**config.mk**
```make
export PLATFORM = sky130hd
export DESIGN_NAME = rs_top
export DESIGN_NICKNAME = d
export VERILOG_FILES = /design/src/rs_pkg.sv /design/src/ps_tree.sv /design/src/pc_sel.sv /design/src/rs_dispatch.sv /design/src/rs_table.sv /design/src/rs_issue.sv /design/src/rs_top.sv
export SDC_FILE = /design/constraint.sdc
export NUM_CORES = 2
export LEC_CHECK = 0
export BUFFER_PORTS_ARGS = -buffer_cell sky130_fd_sc_hd__buf_2
export CELL_PAD_IN_SITES_DETAIL_PLACEMENT = 0
export CELL_PAD_IN_SITES_GLOBAL_PLACEMENT = 1
export CORE_MARGIN = 8
export CORE_UTILIZATION = 52
export DETAILED_ROUTE_END_ITERATION = 8
export PLACE_DENSITY = 0.85
export SYNTH_ARGS = -nofsm -noshare
export SYNTH_HDL_FRONTEND = slang
export SYNTH_SLANG_ARGS = --single-unit
export TNS_END_PERCENT = 1
```
**constraint.sdc**
```tcl
create_clock -name clock -period 20.3 [get_ports clock]
set_clock_uncertainty 0.05 [all_clocks]
set_input_delay 4.06 -clock clock [delete_from_list [all_inputs] [get_ports clock]]
set_output_delay 4.06 -clock clock [all_outputs]
set_load 0.01 [all_outputs]
```
**src/rs_pkg.sv**
```systemverilog
package rs_pkg;

    localparam int RS_SIZE = 16;  // fixed by the shape of the selector trees.
    localparam int TAG_W   = 6;
    localparam int DATA_W  = 32;

    typedef enum logic [2:0] {
        ADD = 3'd0,
        SUB = 3'd1,
        AND = 3'd2,
        OR  = 3'd3,
        XOR = 3'd4,
        SLT = 3'd5
    } alu_op_t;

    typedef struct packed {
        logic              ready;
        logic [TAG_W-1:0]  tag;
        logic [DATA_W-1:0] value;
    } src_t;

    // widths of an entry and of a result, not counting the pc in front.
    localparam int ENTRY_BASE_W  = $bits(alu_op_t) + TAG_W + 2 * $bits(src_t);
    localparam int RESULT_BASE_W = TAG_W + DATA_W;

    // a waiting source picks up a broadcast whose tag matches its own.
    function automatic src_t snoop_src(input src_t              s,
                                       input logic              hit_valid,
                                       input logic [TAG_W-1:0]  hit_tag,
                                       input logic [DATA_W-1:0] hit_value);
        src_t r;
        r = s;
        if (hit_valid && !s.ready && s.tag == hit_tag) begin
            r.ready = 1'b1;
            r.value = hit_value;
        end
        return r;
    endfunction

endpackage

```
**src/ps_tree.sv**
```systemverilog
// ============================
// fixed-priority grant trees, highest index wins.
// ============================

module ps2 (
    input  logic [1:0] req,
    input  logic       en,
    output logic [1:0] gnt,
    output logic       req_up
);
    always_comb begin
        gnt = 2'b00;
        if (en) begin
            if (req[1]) begin
                gnt = 2'b10;
            end else if (req[0]) begin
                gnt = 2'b01;
            end
        end
    end

    assign req_up = |req;
endmodule

module ps4 (
    input  logic [3:0] req,
    input  logic       en,
    output logic [3:0] gnt,
    output logic       req_up
);
    logic [1:0] half_req;  // a request is pending in that half.
    logic [1:0] half_en;

    for (genvar h = 0; h < 2; h++) begin : g_half
        ps2 u_leaf (
            .req    (req[2*h+1 -: 2]),
            .en     (half_en[h]),
            .gnt    (gnt[2*h+1 -: 2]),
            .req_up (half_req[h])
        );
    end

    ps2 u_root (.req(half_req), .en(en), .gnt(half_en), .req_up(req_up));
endmodule

module ps16 (
    input  logic [15:0] req,
    input  logic        en,
    output logic [15:0] gnt,
    output logic        req_up
);
    logic [3:0] quad_req;
    logic [3:0] quad_en;

    for (genvar q = 0; q < 4; q++) begin : g_quad
        ps4 u_leaf (
            .req    (req[4*q+3 -: 4]),
            .en     (quad_en[q]),
            .gnt    (gnt[4*q+3 -: 4]),
            .req_up (quad_req[q])
        );
    end

    ps4 u_root (.req(quad_req), .en(en), .gnt(quad_en), .req_up(req_up));
endmodule

```
**src/pc_sel.sv**
```systemverilog
// ============================
// oldest-pc grant trees.
// ============================

module pc_sel2 #(
    parameter int PC_W = 32
) (
    input  logic [1:0][PC_W-1:0] pc,
    input  logic [1:0]           req,
    input  logic                 en,
    output logic [1:0]           gnt,
    output logic                 req_up,
    output logic [PC_W-1:0]      pc_up
);
    logic [1:0] pick;
    logic       hi_older;  // strict compare, so equal pcs go to index 0.

    assign hi_older = pc[1] < pc[0];
    assign req_up   = |req;
    assign gnt      = en ? pick : 2'b00;

    always_comb begin
        case (req)
            2'b11: begin
                pick  = hi_older ? 2'b10 : 2'b01;
                pc_up = hi_older ? pc[1] : pc[0];
            end
            2'b10: begin
                pick  = 2'b10;
                pc_up = pc[1];
            end
            2'b01: begin
                pick  = 2'b01;
                pc_up = pc[0];
            end
            default: begin
                pick  = 2'b00;
                pc_up = '1;  // loses every compare above.
            end
        endcase
    end
endmodule

module pc_sel4 #(
    parameter int PC_W = 32
) (
    input  logic [3:0][PC_W-1:0] pc,
    input  logic [3:0]           req,
    input  logic                 en,
    output logic [3:0]           gnt,
    output logic                 req_up,
    output logic [PC_W-1:0]      pc_up
);
    logic [1:0]           child_req;
    logic [1:0][PC_W-1:0] child_pc;
    logic [1:0]           child_en;

    for (genvar h = 0; h < 2; h++) begin : g_half
        pc_sel2 #(.PC_W(PC_W)) u_leaf (
            .pc     (pc[2*h+1 -: 2]),
            .req    (req[2*h+1 -: 2]),
            .en     (child_en[h]),
            .gnt    (gnt[2*h+1 -: 2]),
            .req_up (child_req[h]),
            .pc_up  (child_pc[h])
        );
    end

    // the root grant enables only the winning half.
    pc_sel2 #(.PC_W(PC_W)) u_root (
        .pc(child_pc), .req(child_req), .en(en),
        .gnt(child_en), .req_up(req_up), .pc_up(pc_up)
    );
endmodule

module pc_sel16 #(
    parameter int PC_W = 32
) (
    input  logic [15:0][PC_W-1:0] pc,
    input  logic [15:0]           req,
    input  logic                  en,
    output logic [15:0]           gnt,
    output logic                  req_up,
    output logic [PC_W-1:0]       pc_up
);
    logic [3:0]           child_req;
    logic [3:0][PC_W-1:0] child_pc;
    logic [3:0]           child_en;

    for (genvar q = 0; q < 4; q++) begin : g_quad
        pc_sel4 #(.PC_W(PC_W)) u_leaf (
            .pc     (pc[4*q+3 -: 4]),
            .req    (req[4*q+3 -: 4]),
            .en     (child_en[q]),
            .gnt    (gnt[4*q+3 -: 4]),
            .req_up (child_req[q]),
            .pc_up  (child_pc[q])
        );
    end

    pc_sel4 #(.PC_W(PC_W)) u_root (
        .pc(child_pc), .req(child_req), .en(en),
        .gnt(child_en), .req_up(req_up), .pc_up(pc_up)
    );
endmodule

```
**src/rs_dispatch.sv**
```systemverilog
module rs_dispatch import rs_pkg::*; #(
    parameter int PC_W = 32
) (
    input  logic                            clock,
    input  logic                            rst,
    input  logic                            dispatch_en,
    input  logic [PC_W+ENTRY_BASE_W-1:0]    dispatch_entry,
    input  logic [RS_SIZE-1:0]              free,
    input  logic                            broadcast_valid,
    input  logic [PC_W+RESULT_BASE_W-1:0]   broadcast,
    output logic                            write_en,
    output logic [RS_SIZE-1:0]              write_slot,
    output logic [PC_W+ENTRY_BASE_W-1:0]    write_entry,
    output logic                            full
);
    typedef struct packed {
        logic [PC_W-1:0]  pc;
        alu_op_t          op;
        logic [TAG_W-1:0] dest_tag;
        src_t             src1;
        src_t             src2;
    } rs_entry_t;

    typedef struct packed {
        logic [PC_W-1:0]   pc;
        logic [TAG_W-1:0]  dest_tag;
        logic [DATA_W-1:0] value;
    } result_t;

    rs_entry_t in_s;
    rs_entry_t out_s;
    result_t   bc_s;
    logic      any_free;

    assign in_s = dispatch_entry;
    assign bc_s = broadcast;

    // the tree only grants while a dispatch is being offered.
    ps16 u_free_sel (.req(free), .en(dispatch_en), .gnt(write_slot), .req_up(any_free));

    assign full     = ~any_free;
    assign write_en = dispatch_en & any_free;  // strobes while full are dropped.

    always_comb begin
        out_s      = in_s;
        out_s.src1 = snoop_src(in_s.src1, broadcast_valid, bc_s.dest_tag, bc_s.value);
        out_s.src2 = snoop_src(in_s.src2, broadcast_valid, bc_s.dest_tag, bc_s.value);
    end

    assign write_entry = out_s;
endmodule

```
**src/rs_table.sv**
```systemverilog
module rs_table import rs_pkg::*; #(
    parameter int PC_W = 32
) (
    input  logic                                      clock,
    input  logic                                      rst,
    input  logic                                      write_en,
    input  logic [RS_SIZE-1:0]                        write_slot,
    input  logic [PC_W+ENTRY_BASE_W-1:0]              write_entry,
    input  logic [RS_SIZE-1:0]                        issue_gnt,
    input  logic                                      broadcast_valid,
    input  logic [PC_W+RESULT_BASE_W-1:0]             broadcast,
    output logic [RS_SIZE-1:0]                        free,
    output logic [RS_SIZE-1:0]                        ready,
    output logic [RS_SIZE-1:0][PC_W+ENTRY_BASE_W-1:0] entries
);
    typedef struct packed {
        logic [PC_W-1:0]  pc;
        alu_op_t          op;
        logic [TAG_W-1:0] dest_tag;
        src_t             src1;
        src_t             src2;
    } rs_entry_t;

    typedef struct packed {
        logic [PC_W-1:0]   pc;
        logic [TAG_W-1:0]  dest_tag;
        logic [DATA_W-1:0] value;
    } result_t;

    // ============================
    // state
    // ============================

    logic      [RS_SIZE-1:0] occupied;
    rs_entry_t [RS_SIZE-1:0] entry_q;
    rs_entry_t               wr_s;
    result_t                 bc_s;
    logic      [RS_SIZE-1:0] set_mask;

    assign wr_s     = write_entry;
    assign bc_s     = broadcast;
    assign set_mask = write_en ? write_slot : '0;

    // the issued slot is always occupied and the written one always free,
    // so clearing first and setting second never collide.
    always_ff @(posedge clock) begin
        if (rst) begin
            occupied <= '0;
        end else begin
            occupied <= (occupied & ~issue_gnt) | set_mask;
        end
    end

    // ============================
    // payload and wakeup
    // ============================

    always_ff @(posedge clock) begin
        for (int i = 0; i < RS_SIZE; i++) begin
            if (set_mask[i]) begin
                entry_q[i] <= wr_s;  // already merged with this cycle's broadcast.
            end else begin
                entry_q[i].src1 <= snoop_src(entry_q[i].src1, broadcast_valid,
                                             bc_s.dest_tag, bc_s.value);
                entry_q[i].src2 <= snoop_src(entry_q[i].src2, broadcast_valid,
                                             bc_s.dest_tag, bc_s.value);
            end
        end
    end

    always_comb begin
        for (int i = 0; i < RS_SIZE; i++) begin
            ready[i] = occupied[i] & entry_q[i].src1.ready & entry_q[i].src2.ready;
        end
    end

    assign free    = ~occupied;
    assign entries = entry_q;
endmodule

```
**src/rs_issue.sv**
```systemverilog
module rs_issue import rs_pkg::*; #(
    parameter int PC_W = 32
) (
    input  logic                                      clock,
    input  logic                                      rst,
    input  logic [RS_SIZE-1:0]                        ready,
    input  logic [RS_SIZE-1:0][PC_W+ENTRY_BASE_W-1:0] entries,
    output logic [RS_SIZE-1:0]                        issue_gnt,
    output logic                                      result_valid,
    output logic [PC_W+RESULT_BASE_W-1:0]             result
);
    typedef struct packed {
        logic [PC_W-1:0]  pc;
        alu_op_t          op;
        logic [TAG_W-1:0] dest_tag;
        src_t             src1;
        src_t             src2;
    } rs_entry_t;

    typedef struct packed {
        logic [PC_W-1:0]   pc;
        logic [TAG_W-1:0]  dest_tag;
        logic [DATA_W-1:0] value;
    } result_t;

    rs_entry_t [RS_SIZE-1:0]           entry_s;
    logic      [RS_SIZE-1:0][PC_W-1:0] pcs;
    logic                              any_ready;
    logic      [PC_W-1:0]              oldest_pc;
    rs_entry_t                         sel;
    logic      [DATA_W-1:0]            a;
    logic      [DATA_W-1:0]            b;
    logic      [DATA_W-1:0]            alu_out;
    result_t                           result_q;

    assign entry_s = entries;

    always_comb begin
        for (int i = 0; i < RS_SIZE; i++) begin
            pcs[i] = entry_s[i].pc;
        end
    end

    pc_sel16 #(.PC_W(PC_W)) u_oldest (
        .pc(pcs), .req(ready), .en(1'b1),
        .gnt(issue_gnt), .req_up(any_ready), .pc_up(oldest_pc)
    );

    // one-hot mux, an OR of the masked entries.
    always_comb begin
        sel = '0;
        for (int i = 0; i < RS_SIZE; i++) begin
            sel = sel | (entry_s[i] & {$bits(rs_entry_t){issue_gnt[i]}});
        end
    end

    assign a = sel.src1.value;
    assign b = sel.src2.value;

    always_comb begin
        case (sel.op)
            ADD:     alu_out = a + b;
            SUB:     alu_out = a - b;
            AND:     alu_out = a & b;
            OR:      alu_out = a | b;
            XOR:     alu_out = a ^ b;
            SLT:     alu_out = {{(DATA_W-1){1'b0}}, $signed(a) < $signed(b)};
            default: alu_out = '0;
        endcase
    end

    always_ff @(posedge clock) begin
        if (rst) begin
            result_valid <= 1'b0;
        end else begin
            result_valid <= any_ready;
        end
    end

    always_ff @(posedge clock) begin
        if (any_ready) begin
            result_q <= '{pc: oldest_pc, dest_tag: sel.dest_tag, value: alu_out};
        end
    end

    assign result = result_q;
endmodule

```
**src/rs_top.sv**
```systemverilog
module rs_top import rs_pkg::*; #(
    parameter int PC_W = 32
) (
    input  logic                          clock,
    input  logic                          rst,
    input  logic                          dispatch_en,
    input  logic [PC_W+ENTRY_BASE_W-1:0]  dispatch_entry,
    output logic                          full,
    output logic                          result_valid,
    output logic [PC_W+RESULT_BASE_W-1:0] result
);
    logic                                      write_en;
    logic [RS_SIZE-1:0]                        write_slot;
    logic [PC_W+ENTRY_BASE_W-1:0]              write_entry;
    logic [RS_SIZE-1:0]                        free;
    logic [RS_SIZE-1:0]                        ready;
    logic [RS_SIZE-1:0][PC_W+ENTRY_BASE_W-1:0] entries;
    logic [RS_SIZE-1:0]                        issue_gnt;

    rs_dispatch #(.PC_W(PC_W)) u_dispatch (
        .clock(clock), .rst(rst),
        .dispatch_en(dispatch_en), .dispatch_entry(dispatch_entry), .free(free),
        .broadcast_valid(result_valid), .broadcast(result),
        .write_en(write_en), .write_slot(write_slot), .write_entry(write_entry),
        .full(full)
    );

    rs_table #(.PC_W(PC_W)) u_table (
        .clock(clock), .rst(rst),
        .write_en(write_en), .write_slot(write_slot), .write_entry(write_entry),
        .issue_gnt(issue_gnt),
        .broadcast_valid(result_valid), .broadcast(result),
        .free(free), .ready(ready), .entries(entries)
    );

    // the registered result is also the wakeup broadcast.
    rs_issue #(.PC_W(PC_W)) u_issue (
        .clock(clock), .rst(rst),
        .ready(ready), .entries(entries),
        .issue_gnt(issue_gnt),
        .result_valid(result_valid), .result(result)
    );
endmodule

```
==> reports/results.ini <==
[place]
place.gp.congestion = 0.991
dp_hpwl_um = 228000
io_buffers = 193

[yosys]
yosys.area.top_type = edfxtp_1
yosysWarnings = 0
synth_seq_area_share_pct = 59.1
synth_area_um2 = 101000
synthDominantCellAreaShare_pct = 58.8
avgSynthCellArea_um2 = 11.5
async_reset_ff_share_pct = 0
synth_nets = 9430
synth_edf_count = 1974
syn_inst = 8742
synth_cell_type_count = 96
synth_top_flop_cell = edfxtp_1
synthTopCellsByArea = edfxtp_1, ha_1, a21oi_1, nor2_1, clkbuf_1
synth_seq_cells = 1991

[grt]
grt_pass1_vias = 74941
grt_max_degree = 155
grt_usage_pct = 33.3
overflow = 0
antenna_found_initial = 19
grt_first_pass_wirelength_um = 515000

[hold_path]
min_to = u_table.occupied[3]
hold_path.class = reg -> reg
worstHoldPathCells = 2
min_from = u_table.occupied[3]

[power_and_ir_drop]
p_clk_share_pct = 43.4
p_sw_share_pct = 22.6
power_density_nw_per_um2 = 79.8
p_int_w = 0.00692
cellLeakagePower_nw = 41.4
power.total_w = 0.00894
vdd.ir_drop.worst_v = 0.0000770
power_frac_seq_pct = 51.3
p_switching_w = 0.00202
share_comb_of_total_power_pct = 5.3

[sta]
relSlewSlack_pct = 13.1
setup_violations = 0
hold_ws_ns = 0.511
fmax_mhz = 51.4
fin_crit_ns = 19.47
finalSetupTns_ns = 0
slew_violations = 0
rsz0062_at_grt = no
worst_pin_slew_ns = 1.30
finalCritPeriodShare_pct = 95.9
hold_viol = 0

[cells_and_area]
final_nets = 9476
final_common_cell = edfxtp_1
drive_gt1_share_pct = 9.67
final_cell_mix = edfxtp_1, a21oi_1, nor2_1
syn_to_final_growth_pct = 11.1
fillers = 15520
fin_util_pct = 58.2

[routing]
via_count = 77792
via_per_inst = 6.77
wirelength_um = 362000
first_iter_violations = 11788
drc = 1
postRouteAntennaNets = 0
dr.pass1.iters = 9
wl_per_cell_um = 31.5

[job]
maxCapViolations = 0

[die]
pin_count = 194
fp.coreArea_um2 = 193000
core.rowCount = 161
die_x_um = 456
die_area_um2 = 208000
start_util_pct = 52.3
dieHeight_um = 456

[clocking]
cts_root_buf = clkbuf_16
clock_latency_ns = 0.87
path_clk_slew_ns = 0.06
cts_buffers = 204
cts_hold_buf = 0
cts_tree = yes
cts_sinks = 1991
h-tree-depth = 4
cts_buffer_depth = 3

[worst_setup_path]
crit_type = reg -> reg
rr_endpoint = u_issue.result[31]
critPathLaunchType = flip-flop
end_kind = flip-flop
reg2reg_depth = 63
worst_ep_required_time_ns = 20.96
timing.rr.start = u_table.entries[1185]
max_stage_delay_ns = 0.70
crit_slowest_cell = o31ai_4
crit_fanout = 35
crit_arrival_ns = 20.13
r2r_slack_ns = 0.83
crit_path_frequent_cell = o21ai_0

[run_status]
status = complete, but fails checks
violations = design-rule violations

==> Yosys cell counts (60+ instances only) <==
cell type	instances
edfxtp_1	1974
o22ai_1	127
inv_1	437
a221oi_1	73
o21ai_0	282
nor2_1	822
a22o_1	77
nand4_1	139
ha_1	564
mux2i_1	173
nand3_1	106
xor2_1	103
a22oi_1	189
a21o_1	75
xnor2_1	123
clkbuf_1	510
o22a_1	60
nand2_1	501
a21oi_1	1368
nor3_1	123
==> through the flow <==
step / setup slack, ns / area [um2] / cells
after floorplan: 5.00 / 101000 / 8742
after global placement: 1.51 / 105000 / 11108
after detailed placement: 1.42 / 105000 / 11108
after CTS: 1.29 / 112000 / 11485
after global routing: 0.151 / 112000 / 11489
final: 0.832 / 112000 / 11491
==> cell type report <==
| cell class | count | area [um2] | share of cell area [%] |
|---|---|---|---|
| diodes | 6 | 15.0 | 0.0134 |
| clock buffers | 248 | 5280 | 4.71 |
| clock inverters | 129 | 1580 | 1.41 |
| inverters | 439 | 1650 | 1.47 |
| multi-input cells | 5711 | 37700 | 33.6 |
| flip-flops and latches | 1991 | 59600 | 53.2 |
| well taps | 2526 | 3160 | 2.82 |
| repair buffers | 441 | 3020 | 2.69 |
==> registers in the layout, indices dropped and copies added, names as in the netlist <==
signal                flops
u_issue.result_valid      1
u_issue.result           70
u_table.occupied         16
u_table.entries        1904
==> worst max path at each step <==
| stage | cells past startpoint | slack (ns) | endpoint | startpoint |
|---|---|---|---|---|
| after floorplan | 70 | 5.00 | u_issue.result[31] | u_table.entries[475] |
| after global placement | 61 | 1.51 | u_issue.result[31] | u_table.entries[1185] |
| after detailed placement | 62 | 1.42 | u_issue.result[31] | u_table.entries[237] |
| after CTS | 62 | 1.29 | u_issue.result[31] | u_table.entries[237] |
| after global routing | 67 | 0.15 | u_issue.result[31] | u_table.entries[116] |
| final | 63 | 0.83 | u_issue.result[31] | u_table.entries[1185] |
==> routing by layer <==
metal / track usage (%) / vias up / routed length [um]
met4: 17.5 / 4 / 23200
met3: 6.94 / 1102 / 43200
met2: 53.4 / 5480 / 165000
met5: 0 / - / 23
met1: 42.9 / 37971 / 131000
li1: - / 33235 / -
==> kinds of logic (layout without fill, tap and decap cells) <==
group	after synthesis	count (layout)	synth area share, %
AO/OA/AOI/OAI	2739	2739	17.1
other	0	6	0
XOR/XNOR	226	226	1.96
buffers and inverters	1040	1257	3.93
AND/OR/NAND/NOR	2004	2004	9.07
flip-flops	1991	1991	59.1
multiplexers	176	176	1.75
adder cells (fa/ha/maj)	566	566	7.04
==> power groups by stage <==
| stage | registers, W | logic, W | clock network [W] |
|---|---|---|---|
| 2_1_floorplan | 0.00467 | 0.000266 | 0 |
| 3_3_place_gp | 0.00467 | 0.000446 | 0 |
| 3_5_place_dp | 0.00467 | 0.000457 | 0 |
| 4_1_cts | 0.00458 | 0.000460 | 0.00389 |
| 5_1_grt | 0.00459 | 0.000506 | 0.00404 |
| 6_report | 0.00458 | 0.000473 | 0.00388 |
==> worst max-delay path, delay by kind of cell, from the launching register on <==
| family | cells | cell delay [ns] |
|---|---|---|
| AOI/OAI and AO/OA | 43 | 12.05 |
| DFF | 1 | 0.42 |
| adders and majority gates | 5 | 1.82 |
| muxes | 1 | 0.44 |
| buffers and inverters | 3 | 0.92 |
| and+or+nand+nor | 11 | 3.49 |
==> repair_timing <==
item | in CTS | in global routing
buffers inserted | 0 | 0
resized for setup | 0 | 1
endpoints found under the setup margin | 0 | 2
(Power assumes the default switching activity.)
